### src/hdl/uart_pkg.sv
`default_nettype none

package uart_pkg;

  typedef logic [7:0] byte_t;
  typedef logic [5:0] addr_t;
  typedef logic [7:0] count_t;
  typedef logic [3:0] bit_cnt_t;

  localparam int MEM_DEPTH = 1 << $bits(addr_t);        // 64 byte buffer

  localparam int DIV_RATE = 15;                          // divider reload
  localparam int BIT_TIME = DIV_RATE + 1;                // clocks per serial bit
  typedef logic [$clog2(BIT_TIME)-1:0] div_cnt_t;

  localparam addr_t RX_BASE = 6'd32;                     // receive region 32..63
  localparam int    RX_SIZE = 32;

  localparam int NUM_REQ = 3;                            // host, fetch, store

  localparam logic START_BIT = 1'b0;
  localparam logic STOP_BIT  = 1'b1;

  localparam bit_cnt_t BIT_CNT_MSB  = 4'd7;              // last data bit index
  localparam bit_cnt_t BIT_CNT_STOP = 4'd8;
  localparam bit_cnt_t BIT_CNT_DONE = 4'd9;

  // order also sets the grant vector bit positions
  typedef enum logic [1:0] {REQ_HOST, REQ_FETCH, REQ_STORE} req_id_t;

  typedef enum logic {TX_IDLE, TX_SEND} tx_state_t;

endpackage

`default_nettype wire

### src/hdl/mem_if.sv
`timescale 1ns/1ps
`default_nettype none

interface mem_if (
  input wire clk
);

  logic            req;                                  // held until grant
  logic            we;
  uart_pkg::addr_t addr;
  uart_pkg::byte_t wdata;
  logic            grant;                                // one cycle pulse
  uart_pkg::byte_t rdata;                                // valid cycle after grant

  modport requester (
    input  clk, grant, rdata,
    output req, we, addr, wdata
  );

  modport arbiter (
    input  clk, req, we, addr, wdata,
    output grant, rdata
  );

endinterface

`default_nettype wire

### src/hdl/uart_tx.sv
`timescale 1ns/1ps
`default_nettype none

module uart_tx (
  input  wire                  clk,
  input  wire                  reset,
  input  wire                  uart_start,
  input  wire uart_pkg::byte_t uart_data,
  output logic                 uart_busy,
  output logic                 tx_end,
  output logic                 txd
);

  uart_pkg::tx_state_t state;
  uart_pkg::div_cnt_t  div_cnt;
  uart_pkg::bit_cnt_t  bit_cnt;
  uart_pkg::byte_t     sh_reg;
  logic                bit_tick;

  assign uart_busy = (state == uart_pkg::TX_SEND);
  assign bit_tick  = uart_busy && (div_cnt == '0);       // end of current bit

  always_ff @(posedge clk or negedge reset)
  begin
    if (!reset)
    begin
      state   <= uart_pkg::TX_IDLE;
      div_cnt <= uart_pkg::div_cnt_t'(uart_pkg::DIV_RATE);
      bit_cnt <= '0;
      tx_end  <= 1'b0;
      txd     <= uart_pkg::STOP_BIT;
    end
    else
    begin
      tx_end <= 1'b0;
      case (state)
        uart_pkg::TX_IDLE:
        begin
          if (uart_start)
          begin
            state   <= uart_pkg::TX_SEND;
            bit_cnt <= '0;
            txd     <= uart_pkg::START_BIT;
          end
        end
        uart_pkg::TX_SEND:
        begin
          if (bit_tick)
          begin
            div_cnt <= uart_pkg::div_cnt_t'(uart_pkg::DIV_RATE);
            case (bit_cnt)
              uart_pkg::BIT_CNT_STOP:
              begin
                txd     <= uart_pkg::STOP_BIT;
                bit_cnt <= uart_pkg::BIT_CNT_DONE;
              end
              uart_pkg::BIT_CNT_DONE:
              begin
                state  <= uart_pkg::TX_IDLE;            // stop bit finished
                tx_end <= 1'b1;
              end
              default:
              begin
                txd     <= sh_reg[0];                   // lsb first
                bit_cnt <= bit_cnt + 1'b1;
              end
            endcase
          end
          else
          begin
            div_cnt <= div_cnt - 1'b1;
          end
        end
      endcase
    end
  end

  always_ff @(posedge clk)
  begin
    if (!uart_busy && uart_start)
      sh_reg <= uart_data;
    else if (bit_tick && bit_cnt < uart_pkg::BIT_CNT_STOP)
      sh_reg <= sh_reg >> 1;
  end

endmodule

`default_nettype wire

### src/hdl/uart_rx.sv
`timescale 1ns/1ps
`default_nettype none

module uart_rx (
  input  wire             clk,
  input  wire             reset,
  input  wire             rxd,
  output uart_pkg::byte_t rx_data,
  output logic            rx_end,
  output logic            rx_error
);

  typedef enum logic [1:0] {RX_IDLE, RX_START, RX_DATA, RX_STOP} rx_state_t;

  rx_state_t          state;
  logic               rxd_s1;
  logic               rxd_s2;
  logic               rxd_s3;
  logic               fall;
  uart_pkg::div_cnt_t cnt;
  uart_pkg::bit_cnt_t bit_cnt;
  uart_pkg::byte_t    sh_reg;

  assign fall    = rxd_s3 & ~rxd_s2;                    // start bit edge
  assign rx_data = sh_reg;

  always_ff @(posedge clk or negedge reset)
  begin
    if (!reset)
    begin
      rxd_s1 <= 1'b1;
      rxd_s2 <= 1'b1;
      rxd_s3 <= 1'b1;
    end
    else
    begin
      rxd_s1 <= rxd;
      rxd_s2 <= rxd_s1;
      rxd_s3 <= rxd_s2;
    end
  end

  always_ff @(posedge clk or negedge reset)
  begin
    if (!reset)
    begin
      state    <= RX_IDLE;
      cnt      <= '0;
      bit_cnt  <= '0;
      rx_end   <= 1'b0;
      rx_error <= 1'b0;
    end
    else
    begin
      rx_end   <= 1'b0;
      rx_error <= 1'b0;
      if (state != RX_IDLE && cnt != '0)
        cnt <= cnt - 1'b1;
      case (state)
        RX_IDLE:
        begin
          if (fall)
          begin
            cnt   <= uart_pkg::div_cnt_t'(uart_pkg::BIT_TIME / 2 - 1);  // half bit
            state <= RX_START;
          end
        end
        RX_START:
        begin
          if (cnt == '0)
          begin
            if (rxd_s2 == uart_pkg::START_BIT)
            begin
              cnt     <= uart_pkg::div_cnt_t'(uart_pkg::BIT_TIME - 1);
              bit_cnt <= '0;
              state   <= RX_DATA;
            end
            else
              state <= RX_IDLE;                         // glitch, not a start bit
          end
        end
        RX_DATA:
        begin
          if (cnt == '0)
          begin
            cnt <= uart_pkg::div_cnt_t'(uart_pkg::BIT_TIME - 1);
            if (bit_cnt == uart_pkg::BIT_CNT_MSB)
              state <= RX_STOP;
            else
              bit_cnt <= bit_cnt + 1'b1;
          end
        end
        RX_STOP:
        begin
          if (cnt == '0)
          begin
            if (rxd_s2 == uart_pkg::STOP_BIT)
              rx_end <= 1'b1;
            else
              rx_error <= 1'b1;                         // framing error
            state <= RX_IDLE;
          end
        end
      endcase
    end
  end

  always_ff @(posedge clk)
  begin
    if (state == RX_DATA && cnt == '0)
      sh_reg <= {rxd_s2, sh_reg[7:1]};                  // lsb arrives first
  end

endmodule

`default_nettype wire

### src/hdl/tx_fetch.sv
`timescale 1ns/1ps
`default_nettype none

module tx_fetch (
  input  wire                   clk,
  input  wire                   reset,
  input  wire                   tx_start,
  input  wire uart_pkg::addr_t  tx_base,
  input  wire uart_pkg::count_t tx_count,
  output logic                  tx_busy,
  output logic                  tx_done,
  mem_if.requester              bus,
  output logic                  uart_start,
  output uart_pkg::byte_t       uart_data,
  input  wire                   uart_busy,
  input  wire                   tx_end
);

  typedef enum logic [1:0] {F_IDLE, F_READ, F_LOAD, F_WAIT} fetch_state_t;

  fetch_state_t     state;
  uart_pkg::addr_t  addr;
  uart_pkg::count_t remain;

  assign tx_busy   = (state != F_IDLE);
  assign bus.req   = (state == F_READ);
  assign bus.we    = 1'b0;                                // read only peer
  assign bus.addr  = addr;
  assign bus.wdata = '0;

  always_ff @(posedge clk or negedge reset)
  begin
    if (!reset)
    begin
      state      <= F_IDLE;
      addr       <= '0;
      remain     <= '0;
      tx_done    <= 1'b0;
      uart_start <= 1'b0;
    end
    else
    begin
      tx_done    <= 1'b0;
      uart_start <= 1'b0;
      case (state)
        F_IDLE:
        begin
          if (tx_start)
          begin
            addr   <= tx_base;
            remain <= tx_count;
            if (tx_count == '0)
              tx_done <= 1'b1;                          // empty run
            else
              state <= F_READ;
          end
        end
        F_READ:
          if (bus.grant)
            state <= F_LOAD;
        F_LOAD:
        begin
          if (!uart_busy)
          begin
            uart_start <= 1'b1;
            state      <= F_WAIT;
          end
        end
        F_WAIT:
        begin
          if (tx_end)
          begin
            addr   <= addr + 1'b1;                      // wraps at 64
            remain <= remain - 1'b1;
            if (remain == 8'd1)
            begin
              tx_done <= 1'b1;
              state   <= F_IDLE;
            end
            else
              state <= F_READ;
          end
        end
      endcase
    end
  end

  always_ff @(posedge clk)
  begin
    if (state == F_LOAD)
      uart_data <= bus.rdata;                           // rdata valid now
  end

endmodule

`default_nettype wire

### src/hdl/rx_store.sv
`timescale 1ns/1ps
`default_nettype none

module rx_store (
  input  wire                  clk,
  input  wire                  reset,
  input  wire uart_pkg::byte_t rx_data,
  input  wire                  rx_end,
  mem_if.requester             bus,
  output uart_pkg::count_t     rx_count
);

  logic [$clog2(uart_pkg::RX_SIZE)-1:0] ptr;
  logic                                 req_q;
  uart_pkg::byte_t                      data_q;

  assign bus.req   = req_q;
  assign bus.we    = 1'b1;
  assign bus.addr  = uart_pkg::RX_BASE + uart_pkg::addr_t'(ptr);
  assign bus.wdata = data_q;

  always_ff @(posedge clk or negedge reset)
  begin
    if (!reset)
    begin
      ptr      <= '0;
      req_q    <= 1'b0;
      rx_count <= '0;
    end
    else
    begin
      if (bus.grant)
      begin
        req_q    <= 1'b0;
        rx_count <= rx_count + 1'b1;                    // free running
        if (int'(ptr) == uart_pkg::RX_SIZE - 1)
          ptr <= '0;
        else
          ptr <= ptr + 1'b1;
      end
      if (rx_end)
        req_q <= 1'b1;                                  // hold until grant
    end
  end

  always_ff @(posedge clk)
  begin
    if (rx_end)
      data_q <= rx_data;
  end

endmodule

`default_nettype wire

### src/hdl/buffer_arbiter.sv
`timescale 1ns/1ps
`default_nettype none

module buffer_arbiter (
  input wire     clk,
  input wire     reset,
  mem_if.arbiter host,
  mem_if.arbiter fetch,
  mem_if.arbiter store
);

  uart_pkg::byte_t              mem [uart_pkg::MEM_DEPTH];
  uart_pkg::req_id_t            last;
  uart_pkg::req_id_t            pick_id;
  logic                         pick_valid;
  logic [uart_pkg::NUM_REQ-1:0] req_vec;
  logic [uart_pkg::NUM_REQ-1:0] grant_q;
  logic                         sel_we;
  uart_pkg::addr_t              sel_addr;
  uart_pkg::byte_t              sel_wdata;
  uart_pkg::byte_t              rd_q;

  assign req_vec[uart_pkg::REQ_HOST]  = host.req;
  assign req_vec[uart_pkg::REQ_FETCH] = fetch.req;
  assign req_vec[uart_pkg::REQ_STORE] = store.req;

  assign host.grant  = grant_q[uart_pkg::REQ_HOST];
  assign fetch.grant = grant_q[uart_pkg::REQ_FETCH];
  assign store.grant = grant_q[uart_pkg::REQ_STORE];

  assign host.rdata  = rd_q;
  assign fetch.rdata = rd_q;
  assign store.rdata = rd_q;

  // rotate from the peer after the last grant, skip the one in its grant cycle
  always_comb
  begin
    int idx;
    pick_valid = 1'b0;
    pick_id    = last;
    for (int k = 1; k <= uart_pkg::NUM_REQ; k++)
    begin
      idx = (int'(last) + k) % uart_pkg::NUM_REQ;
      if (!pick_valid && req_vec[idx] && !grant_q[idx])
      begin
        pick_valid = 1'b1;
        pick_id    = uart_pkg::req_id_t'(idx);
      end
    end
  end

  always_comb
  begin
    sel_we    = host.we & grant_q[uart_pkg::REQ_HOST];
    sel_addr  = host.addr;
    sel_wdata = host.wdata;
    if (grant_q[uart_pkg::REQ_FETCH])
    begin
      sel_we   = fetch.we;
      sel_addr = fetch.addr;
    end
    else if (grant_q[uart_pkg::REQ_STORE])
    begin
      sel_we    = store.we;
      sel_addr  = store.addr;
      sel_wdata = store.wdata;
    end
  end

  always_ff @(posedge clk or negedge reset)
  begin
    if (!reset)
    begin
      grant_q <= '0;
      last    <= uart_pkg::REQ_STORE;                   // host first after reset
    end
    else
    begin
      grant_q <= '0;
      if (pick_valid)
      begin
        grant_q[pick_id] <= 1'b1;
        last             <= pick_id;
      end
    end
  end

  always_ff @(posedge clk)
  begin
    if (|grant_q)
    begin
      if (sel_we)
        mem[sel_addr] <= sel_wdata;
      rd_q <= mem[sel_addr];                            // old data on a write
    end
  end

endmodule

`default_nettype wire

### src/hdl/uart_dma_top.sv
`timescale 1ns/1ps
`default_nettype none

module uart_dma_top (
  input  wire                   clk,
  input  wire                   reset,
  input  wire                   host_req,
  input  wire                   host_we,
  input  wire uart_pkg::addr_t  host_addr,
  input  wire uart_pkg::byte_t  host_wdata,
  output logic                  host_grant,
  output uart_pkg::byte_t       host_rdata,
  input  wire                   tx_start,
  input  wire uart_pkg::addr_t  tx_base,
  input  wire uart_pkg::count_t tx_count,
  output logic                  tx_busy,
  output logic                  tx_done,
  output uart_pkg::count_t      rx_count,
  output logic                  rx_error,
  output logic                  txd,
  input  wire                   rxd
);

  logic            uart_start;
  uart_pkg::byte_t uart_data;
  logic            uart_busy;
  logic            tx_end;
  uart_pkg::byte_t rx_data;
  logic            rx_end;

  mem_if host_bus  (.clk(clk));
  mem_if fetch_bus (.clk(clk));
  mem_if store_bus (.clk(clk));

  assign host_bus.req   = host_req;                    // host port straight onto bus
  assign host_bus.we    = host_we;
  assign host_bus.addr  = host_addr;
  assign host_bus.wdata = host_wdata;
  assign host_grant     = host_bus.grant;
  assign host_rdata     = host_bus.rdata;

  buffer_arbiter buffer_arbiter_i (
    .clk   (clk),
    .reset (reset),
    .host  (host_bus),
    .fetch (fetch_bus),
    .store (store_bus)
  );

  tx_fetch tx_fetch_i (
    .clk        (clk),
    .reset      (reset),
    .tx_start   (tx_start),
    .tx_base    (tx_base),
    .tx_count   (tx_count),
    .tx_busy    (tx_busy),
    .tx_done    (tx_done),
    .bus        (fetch_bus),
    .uart_start (uart_start),
    .uart_data  (uart_data),
    .uart_busy  (uart_busy),
    .tx_end     (tx_end)
  );

  uart_tx uart_tx_i (
    .clk        (clk),
    .reset      (reset),
    .uart_start (uart_start),
    .uart_data  (uart_data),
    .uart_busy  (uart_busy),
    .tx_end     (tx_end),
    .txd        (txd)
  );

  uart_rx uart_rx_i (
    .clk      (clk),
    .reset    (reset),
    .rxd      (rxd),
    .rx_data  (rx_data),
    .rx_end   (rx_end),
    .rx_error (rx_error)
  );

  rx_store rx_store_i (
    .clk      (clk),
    .reset    (reset),
    .rx_data  (rx_data),
    .rx_end   (rx_end),
    .bus      (store_bus),
    .rx_count (rx_count)
  );

endmodule

`default_nettype wire

### config.mk
export PLATFORM = sky130hd
export DESIGN_NAME = uart_dma_top
export DESIGN_NICKNAME = d
export VERILOG_FILES = /design/src/hdl/uart_pkg.sv /design/src/hdl/mem_if.sv /design/src/hdl/uart_tx.sv /design/src/hdl/uart_rx.sv /design/src/hdl/tx_fetch.sv /design/src/hdl/rx_store.sv /design/src/hdl/buffer_arbiter.sv /design/src/hdl/uart_dma_top.sv
export SDC_FILE = /design/constraint.sdc
export NUM_CORES = 1
export LEC_CHECK = 0
export ABC_AREA = 1
export BUFFER_PORTS_ARGS = -buffer_cell sky130_fd_sc_hd__buf_2
export CAP_MARGIN = 20
export CORE_MARGIN = 3
export CORE_UTILIZATION = 40
export DETAILED_ROUTE_END_ITERATION = 12
export PLACE_DENSITY_LB_ADDON = 0.3
export SLEW_MARGIN = 20
export SYNTH_ARGS = -nofsm -noshare
export SYNTH_HDL_FRONTEND = slang
export SYNTH_HIERARCHICAL = 1
export SYNTH_SLANG_ARGS = --single-unit
### constraint.sdc
create_clock -name clk -period 3.2 [get_ports clk]
set_clock_uncertainty 0.15 [all_clocks]
set_input_delay 0.64 -clock clk [delete_from_list [all_inputs] [get_ports clk]]
set_output_delay 0.64 -clock clk [all_outputs]
set_load 0.03 [all_outputs]
== After elaboration in Yosys (flattened, before gate mapping) ==
Memory sizes are Yosys's and may differ from the RTL's. A register that Yosys moved wholly into a read port is not among the register bits.
Cells that the tools add are included.
Operators by class
  add/sub/neg operators: 12
  div/mod/pow operators: 3
  $lt $le $gt $ge: 6
  equal/unequal tests: 26
  multiplexer cells: 101
  bitwise logic cells: 4
  reductions and logical operators: 35
Operator list (number)
  < comparator 32 x 4 -> 1 bit, second input constant: 3
  remainder unit 32 x 3 -> 32 bit, second input constant: 3
  two-way mux 4 bit: 12
  two-way mux 8 bit: 6
  two-way mux 1 bit: 44
  two-way mux 2 bit: 14
  two-way mux 6 bit: 4
  one-hot mux 4 bit (2 select lines): 3
  inequality test 2 bit, second input constant: 9
  one-hot mux 2 bit (4 select lines): 2
  one-hot mux 8 bit (2 select lines): 1
  AND reduction 5 bit: 3
  binary-select mux 1 bit (select 2 bit): 6
  inequality test 2 x 1 -> 1 bit, second input constant: 6
  one-hot mux 4 bit (3 select lines): 1
  one-hot mux 6 bit (2 select lines): 1
  nonzero test 2 bit: 6
  logical AND 1 bit: 11
  adder 4 x 1 -> 4 bit, second input constant: 2
  adder 8 x 1 -> 8 bit, second input constant: 1
  equality test 2 bit, second input constant: 4
  equality test 4 bit, second input constant: 2
  equality test 8 x 1 -> 1 bit, second input constant: 1
  logical NOT 4 bit: 2
  other kinds (25): 40
Storage, ports and cells
  register bits: 95
  memory bits (writable): 512
  bits of input ports: 34
  output and inout bits: 21
  logic and storage cells: 215
  memories: 1
Memory list
  buffer_arbiter_i.mem: words 64, bits a word 8, rd ports 1, clocked after memory_dff 1, wr ports 1, RTL line buffer_arbiter.sv:12  | uart_pkg::byte_t mem [uart_pkg::MEM_DEPTH];

== Depth between registers and ports, before layout ==
Gate-level depths: netlist (run 1).
  depth after elaboration: 21
  depth in mapped cells: 18
  mapped depth without buffers: 15

== Cells and area by module ==
Netlist (run 1), hierarchy kept.
By module, submodules not included
  buffer_arbiter: instances 1, cells each 2343, area an instance 23372.4 um2, seq. area each 15741.3 um2
  tx_fetch: instances 1, cells each 198, area an instance 1602.8 um2, seq. area each 690.7 um2
  uart_rx: instances 1, cells each 98, area an instance 1023.5 um2, seq. area each 619.3 um2
  uart_tx: instances 1, cells each 93, area an instance 955.9 um2, seq. area each 521.8 um2
  rx_store: instances 1, cells each 89, area an instance 933.4 um2, seq. area each 590.6 um2

== Worst setup path after synthesis (run 1) ==
OpenSTA, ideal clock, no wires.
  path type: input to register
  from: input port host_addr[5]
  to: memory buffer_arbiter_i/mem[50][0] in the netlist's numbering, enable pin
  library setup time: 383 ps
  arrival: 2134 ps
  data required time: 2667 ps
  path slack: 532 ps
  stages: 8
  path buffers: 0
  path through: nor2_1 > nor2_1 > o21ai_0 > nand2_1 > nand2_1 > nor2_2 > inv_1 > nor3_1
On the way
  word-level cells in the longest chain between the ends: 2
Ends and longest elaborated chain
  from (decl): RTL line uart_dma_top.sv:9  | input wire uart_pkg::addr_t host_addr,
  two-way mux 6 bit: RTL line buffer_arbiter.sv:62  | else if (grant_q[uart_pkg::REQ_STORE])
  two-way mux 6 bit: RTL line buffer_arbiter.sv:57  | if (grant_q[uart_pkg::REQ_FETCH])
  to (decl): RTL line buffer_arbiter.sv:12
No other way between the ends.

== Worst setup path in the final report (run 1) ==
  from: register buffer_arbiter_i/grant_q[2] in the netlist's numbering
  to: register buffer_arbiter_i.rd_q[3] (netlist: buffer_arbiter_i/fetch.rdata[3]), read port of buffer_arbiter_i.mem, data pin
On the way
  word-level cells in the longest chain between the ends: 2
  elaborated cells between the ends (all ways): 3
  classes of those cells: mux (2); reduce/logical (1)
Ends and longest elaborated chain
  from (decl): RTL line buffer_arbiter.sv:17  | logic [uart_pkg::NUM_REQ-1:0] grant_q;
  from (signal assigned): RTL line buffer_arbiter.sv:74  | grant_q <= '0;
  from (signal assigned): RTL line buffer_arbiter.sv:79  | grant_q <= '0;
  from (signal, indexed assignment): RTL line buffer_arbiter.sv:82  | grant_q[pick_id] <= 1'b1;
  two-way mux 6 bit: RTL line buffer_arbiter.sv:62
  two-way mux 6 bit: RTL line buffer_arbiter.sv:57
  to (decl): RTL line buffer_arbiter.sv:21  | uart_pkg::byte_t rd_q;
Parallel ways exist; a longest one is shown, timed or not.
A chain may end at the register's enable or synchronous reset.

==> flow_summary.ini, run 1 <==
[sta]
tightest_slew_ns = 0.900
finalSetupViolations = 0
rsz0062_at_grt = false
finalMaxSlewViolations = 0
finalSetupTns_ns = 0
fmax_mhz = 335
hold_violations = 0
finalWorstPathRequiredPeriod_ns = 2.98
relSlewSlack = 0.400
period_share = 0.932

[global_route]
grt_first_pass_wirelength_um = 111000
grt_overflow = 0
grt_usage = 0.192
grt_pass1_vias = 19411
antenna_found_initial = 1
grt_max_degree = 105

[setup_path]
max_stage_delay_ns = 0.57
reg2reg_from = buffer_arbiter_i/grant_q[2]
critPathRequiredTime_ns = 3.40
critPathLaunch = buffer_arbiter_i/grant_q[2]
cp_data_arrival_time_ns = 3.18
path_common_cell = nand2_1
criticalPathCategory = reg -> reg
cp_cell_sequence = inv_4 > nand2_1 > nand3_4 > buf_4 > buf_4 > nand3_1 > nand2_1 > nand2_1 > nand2_1 > nand2_1 > nand2_1 > nand2_1 > nand2_1 > nor2_1 > nand2_1
crit_fanout = 68
slowest_stage = dfrtp_1
reg2reg_slack_ns = 0.22
start_kind = register
cp-end-kind = register

[place]
port_buffers = 54
placed_area_mm2 = 0.0296
gp_congestion = 0.831
hpwl_um = 42800

[detailed_routing]
first_iter_violations = 1740
wl_met1_um = 30400
vias_per_cell = 5.06
vias = 19694
post-route-drc-count = 0
wl_met2_um = 33200
final_antenna_net_count = 0
totalWireLength_um = 69800
first_pass_iters = 6
top_layer_used = met4
wl_per_cell_um = 17.9
wl_met3_um = 4560

[cells_and_area]
diodes = 0
largest_register_ffs = 512
design_area_mm2 = 0.0318
top_register = buffer_arbiter_i/mem
final_nets = 2977
layout-drive-gt1-share = 0.119
synthToLayoutAreaGrowth_pct = 14.3
fin_util = 0.467

[power]
internal-power_mw = 15.8
power_mw = 24.3
switching_share = 0.349
p_leak_nw = 13.6
power.ir.vdd_worst_mv = 0.375
power_frac_clock = 0.308
seqPwrFrac = 0.400
power_frac_comb = 0.291
netSwitchingPower_mw = 8.49
power_density_mw_per_mm2 = 766

[clock_tree]
path_clk_slew_ns = 0.06
ctsResizeCount = 0
hold_buffers = 2
postCtsSetupRepairBufs = 0
cts_tree = built
clockRootBuffer = clkbuf_16
cts_num_sinks = 615
cts.htree.levels = 3
clock_path_buffers = 3
numCtsBuffers = 67
clk-insertion-delay-late_ns = 0.59

[logic_synthesis]
avgSynthCellArea_um2 = 9.90
synth_area_mm2 = 0.0278
yosysWarnings = 6
synthCells = 2805

[run_status]
status = finished clean

[floorplanning]
placeableCoreArea_mm2 = 0.0680
start_util = 0.408
die_x_um = 269
fp.dieH_um = 269
ios = 55
fp-row-count = 95
dieArea_mm2 = 0.0726

[hold_path]
hold_path_class = in -> reg
min_from = tx_start

[job]
maxCapViolations = 0
## critical path: cells and delay by family (launching register included)
| kind | cells | cell delay [ns] |
|---|---|---|
| buffers and inverters | 3 | 0.77 |
| flip-flops | 1 | 0.57 |
| AND/OR/NAND/NOR | 12 | 1.17 |
## path summary, 6_finish.rpt
check	end	cells after the start
max in group asynchronous	uart_rx_i/rxd_s1	3
max reg2reg	buffer_arbiter_i/fetch.rdata[3]	15
min reg2reg	uart_rx_i/rxd_s2	0
max	buffer_arbiter_i/fetch.rdata[3]	15
min	tx_fetch_i/tx_done	3
min in group asynchronous	tx_fetch_i/tx_done	2
## placed cells by master, fill, tap and decap left out, types with 24 or more instances in the layout
master and instances:
nand3_1 300, edfxtp_1 552, buf_2 54, buf_4 117, inv_1 106, nand2_1 1329
nor2_1 136, clkbuf_16 71, dfrtp_1 54, o21ai_0 24
## per-stage QoR
step	cells	setup slack, ns	hold slack (ns)
floorplan	2806	0.532	0.194
global placement	3771	0.169	0.198
detailed placement	3771	0.174	0.199
CTS	3894	0.255	0.134
global route	3894	0.0432	0.171
finish	3894	0.217	0.165
## power by group through the flow
stage	Combinational, mW	Sequential (mW)	Clock, mW
floorplan	4.78	9.82	0
global placement	6.96	9.87	0
detailed placement	7.05	9.89	0
CTS	7.09	9.72	7.62
global route	7.90	9.76	7.95
finish	7.09	9.73	7.50
## cell type report
| cell class | count | area [um^2] |
|---|---|---|
| fillers | 6231 | 36200 |
| flip-flops and latches | 615 | 18200 |
| multi-input cells | 1931 | 8390 |
| clock buffers | 88 | 1860 |
| repair buffers | 188 | 1470 |
| well taps | 921 | 1150 |
| inverters | 118 | 457 |
| clock inverters | 33 | 258 |
## per-layer routing
layer / global-route usage / up-vias
met3: 0.0250 / 103
li1: - / 9461
met4: 0.0587 / 0
met1: 0.269 / 9477
met2: 0.313 / 653
met5: 0 / -
No activity file was read; power rests on OpenSTA's default activity.
==> inputs of run 2 (changes only) <==
--- a/config.mk
+++ b/config.mk
@@ -12,6 +12,7 @@
 export CORE_UTILIZATION = 40
 export DETAILED_ROUTE_END_ITERATION = 12
 export PLACE_DENSITY_LB_ADDON = 0.3
+export REMOVE_ABC_BUFFERS = 1
 export SLEW_MARGIN = 20
 export SYNTH_ARGS = -nofsm -noshare
 export SYNTH_HDL_FRONTEND = slang
==> flow_summary.ini, run 2 (synthesized netlist as in run 1, its figures left out) <==
[cells_and_area]
layout-drive-gt1-share = 0.117
synthToLayoutAreaGrowth_pct = 13.9
largest_register_ffs = 512
final_cells = 3882
top_register = buffer_arbiter_i/mem
final_common_cell = nand2_1
final_nets = 2969
diodes = 0
design_area_mm2 = 0.0316
final_cell_mix = nand2_1 (1329), edfxtp_1 (552), nand3_1 (300)
fill_cells = 6243

[detailed_routing]
wl_met2_um = 32500
first_iter_violations = 1678
first_pass_iters = 6
final_antenna_net_count = 0
wl_per_cell_um = 17.6
vias_per_cell = 5.05
wl_met1_um = 29800
wl_met3_um = 4040
top_layer_used = met4
vias = 19593
post-route-drc-count = 0
totalWireLength_um = 68300

[global_route]
grt_pass1_vias = 19256
grt_overflow = 0
grt_max_degree = 96
grt_first_pass_wirelength_um = 108000
antenna_found_initial = 2
grt_usage = 0.188

[sta]
hold_violations = 0
period_share = 0.913
tightest_slew_ns = 0.858
finalMaxSlewViolations = 0
fin_ws_ns = 0.280
finalWorstPathRequiredPeriod_ns = 2.92
rsz0062_at_grt = false
finalSetupTns_ns = 0
fmax_mhz = 342
relSlewSlack = 0.428
holdWs_ns = 0.162
finalSetupViolations = 0

[place]
dp_cells = 3764
dp_slack_ns = 0.124
port_buffers = 54
placed_area_mm2 = 0.0295
hpwl_um = 42300
gp_congestion = 0.859

[setup_path]
reg2reg_from = buffer_arbiter_i/grant_q[2]
slowest_stage = dfrtp_2
max_stage_delay_ns = 0.50
cp_data_arrival_time_ns = 3.09
cp_cell_sequence = inv_4 > nand2_1 > nand2_1 > nand2_1 > nand2_4 > clkinv_2 > buf_4 > nand2_1 > nand2_1 > nand2_1 > nand2_1 > nand2_1 > nand2_1 > nor2_1 > nand2_1
criticalPathCategory = reg -> reg
critPathRequiredTime_ns = 3.37
reg2reg_slack_ns = 0.28
cp-end-kind = register
critPathLaunch = buffer_arbiter_i/grant_q[2]
crit_fanout = 38
start_kind = register
path_common_cell = nand2_1

[floorplanning]
placeableCoreArea_mm2 = 0.0680
fp-row-count = 95
die_x_um = 269
ios = 55
start_util = 0.408
dieArea_mm2 = 0.0726
fp.dieH_um = 269

[power]
power_density_mw_per_mm2 = 763
power.ir.vdd_worst_mv = 0.437
p_leak_nw = 13.5

[clock_tree]
numCtsBuffers = 66
path_clk_slew_ns = 0.06
clockRootBuffer = clkbuf_16
cts_tree = built
cts.htree.levels = 3
clock_path_buffers = 3
postCtsSetupRepairBufs = 0
cts_num_sinks = 615
clk-insertion-delay-late_ns = 0.62

[job]
maxCapViolations = 0

[hold_path]
min_from = tx_count[1]
hold_path_class = in -> reg

[run_status]
status = finished clean
==> run 2: changes by cell type in the layout (fill, tap and decap cells not counted), sizes merged <==
cell and delta:
bufinv +1, clkinv -10, clkbuf -1, inv +3, buf -7, clkinvlp +2
==> run 2: power by group <==
group          leakage, nW  internal [mW]  switching, mW
Clock                 1.01           4.33           3.13
Combinational         6.74           1.94           5.00
Sequential            5.74           9.44          0.281
==> run 2: area by class of cell <==
cell class,instances,area (um^2),share of cell area
multi-input combinational,1931,8390,0.265
timing repair buffer,181,1370,0.0433
inverter,118,457,0.0144
clock inverter,29,313,0.00989
clock buffer,87,1770,0.0560
sequential,615,18200,0.575
tap,921,1150,0.0364
==> run 2: worst paths after layout <==
check | to | depth (start not counted)
max | buffer_arbiter_i/fetch.rdata[5] | 15
min | tx_fetch_i/remain[1] | 3
max reg2reg | buffer_arbiter_i/fetch.rdata[5] | 15
min reg2reg | uart_rx_i/rxd_s2 | 0
max in group asynchronous | uart_rx_i/rxd_s2 | 3
min in group asynchronous | uart_tx_i/bit_cnt[0] | 2
==> run 2: per-stage QoR <==
| step | utilization | power, mW |
|---|---|---|
| floorplan | - | 14.4 |
| global placement | 0.434 | 16.7 |
| detailed placement | 0.434 | 16.8 |
| CTS | 0.465 | 24.3 |
| global route | 0.465 | 25.5 |
| finish | 0.465 | 24.1 |
==> run 2: metal layers <==
metal,vias up,GRT usage
li1,9455,-
met4,0,0.0682
met2,598,0.310
met3,110,0.0273
met5,-,0
met1,9430,0.252
==> run 2: worst max-delay path, delay by kind of cell, from the launching register on <==
| family | cells | cell delay, ns |
|---|---|---|
| buffers and inverters | 3 | 0.62 |
| DFF | 1 | 0.50 |
| and+or+nand+nor | 12 | 1.34 |
==> run 2: what timing repair did <==
action | 4_1_cts | 5_1_grt
setup endpoints to repair | 0 | 3
hold buffers | 2 | 0
hold endpoints to repair | 12 | 0
gates resized for setup | 0 | 3
==> inputs of run 3 (changes only) <==
--- a/config.mk
+++ b/config.mk
@@ -11,7 +11,6 @@
 export CORE_MARGIN = 3
 export CORE_UTILIZATION = 40
 export DETAILED_ROUTE_END_ITERATION = 12
-export PLACE_DENSITY_LB_ADDON = 0.3
 export REMOVE_ABC_BUFFERS = 1
 export SLEW_MARGIN = 20
 export SYNTH_ARGS = -nofsm -noshare
==> flow_summary.ini, run 3 (synthesized netlist as in run 1, its figures left out) <==
[run_status]
status = finished clean

[cells_and_area]
synthToLayoutAreaGrowth_pct = 14.0
design_area_mm2 = 0.0317
final_common_cell = nand2_1
diodes = 0
final_cell_mix = nand2_1 (1329), edfxtp_1 (552), nand3_1 (300)
multi_input_area_mm2 = 0.00839
largest_register_ffs = 512
final_nets = 2974
fill_cells = 6409
seqCellArea_mm2 = 0.0182
top_register = buffer_arbiter_i/mem
layout-drive-gt1-share = 0.117

[setup_path]
crit_fanout = 9
start_kind = register
path_common_cell = nand2_1
slowest_stage = dfrtp_2
cp_cell_sequence = buf_4 > nor2_1 > nor2_1 > o21ai_1 > nand2_2 > inv_1 > nand2_1 > inv_1 > nand2_1 > nand2_1 > nor2_1 > nand2_1
criticalPathCategory = reg -> reg
cp-end-kind = register
cp_data_arrival_time_ns = 3.15
critPathRequiredTime_ns = 3.38
max_stage_delay_ns = 0.48

[sta]
hold_violations = 0
finalSetupViolations = 0
period_share = 0.928
finalSetupTns_ns = 0
rsz0062_at_grt = false
finalWorstPathRequiredPeriod_ns = 2.97
relSlewSlack = 0.350
fmax_mhz = 337
finalMaxSlewViolations = 0
fin_ws_ns = 0.231
tightest_slew_ns = 0.975

[clock_tree]
numCtsBuffers = 68
clock_path_buffers = 3
path_clk_slew_ns = 0.06
cts_num_sinks = 615
cts_tree = built
cts.htree.levels = 3
clk-insertion-delay-late_ns = 0.60
clockRootBuffer = clkbuf_16
postCtsSetupRepairBufs = 0

[floorplanning]
dieArea_mm2 = 0.0726
die_x_um = 269
ios = 55
fp.dieH_um = 269
fp-row-count = 95
placeableCoreArea_mm2 = 0.0680
start_util = 0.408

[place]
gp_congestion = 0.864
placed_area_mm2 = 0.0296
dp_slack_ns = 0.00407
port_buffers = 54
hpwl_um = 43500

[global_route]
grt_max_degree = 113
grt_pass1_vias = 19348
grt_first_pass_wirelength_um = 111000
antenna_found_initial = 1
grt_usage = 0.193
grt_overflow = 0

[detailed_routing]
final_antenna_net_count = 0
totalWireLength_um = 71000
wl_per_cell_um = 18.3
vias_per_cell = 5.12
vias = 19891
post-route-drc-count = 0
first_pass_iters = 5
first_iter_violations = 1777

[power]
power.ir.vdd_worst_mv = 0.358
power_density_mw_per_mm2 = 766
p_leak_nw = 13.5

[hold_path]
hold_path_class = in -> async

[job]
maxCapViolations = 0
[run 3: cell count changes in the layout (fill, tap and decap cells not counted), sizes merged]
cell,change
clkinvlp,+1
dlygate4sd3,-1
inv,-3
buf,+4
bufinv,-1
clkbuf,-3
clkinv,+7
[run 3: final timing paths]
kind	startpoint	endpoint	slack [ns]	cells past startpoint
setup / recovery	buffer_arbiter_i/grant_q[2]	buffer_arbiter_i/fetch.rdata[4]	0.23	12
hold reg to reg	uart_rx_i/rxd_s1	uart_rx_i/rxd_s2	0.22	0
max in group asynchronous	reset	buffer_arbiter_i/grant_q[2]	2.22	2
setup reg to reg	buffer_arbiter_i/grant_q[2]	buffer_arbiter_i/fetch.rdata[4]	0.23	12
hold / removal	reset	uart_tx_i/bit_cnt[0]	0.05	2
min in group clk	tx_start	tx_fetch_i/tx_done	0.14	3
[run 3: cell type report]
type	instances	area share
Clock buffer	84	0.0577
Clock inverter	33	0.00830
Inverter	118	0.0144
Multi-Input combinational cell	1931	0.265
Sequential cell	615	0.574
Tap cell	921	0.0364
Timing Repair Buffer	184	0.0443
[run 3: stage by stage]
| step | total power, mW | hold slack (ns) | instances | util |
|---|---|---|---|---|
| 2_1_floorplan | 14.4 | 0.194 | 2664 | - |
| 3_3_place_gp | 16.8 | 0.209 | 3768 | 0.435 |
| 3_5_place_dp | 16.9 | 0.213 | 3768 | 0.435 |
| 4_1_cts | 24.4 | 0.0752 | 3886 | 0.466 |
| 5_1_grt | 25.6 | 0.112 | 3886 | 0.466 |
| 6_report | 24.2 | 0.0485 | 3886 | 0.466 |
[run 3: power by group]
part | switching [mW] | internal (mW)
logic | 5.08 | 1.97
registers | 0.301 | 9.44
clock network | 3.09 | 4.36
[run 3: critical path, delay by kind of cell (launching register included)]
kind	cells	cell delay, ns
AOI/OAI and AO/OA	1	0.09
buffers and inverters	3	0.60
DFF	1	0.48
and+or+nand+nor	8	1.37
[run 3: layer usage]
layer  wire, um  global-route usage
met1      31300               0.270
met2      33200               0.313
met3       4690              0.0276
met4       1850              0.0628
met5          0                   0
[run 3: what timing repair did]
action,4_1_cts,5_1_grt
setup endpoints to repair,0,7
hold endpoints to repair,1,0
hold buffers,1,0
resized for setup,0,2
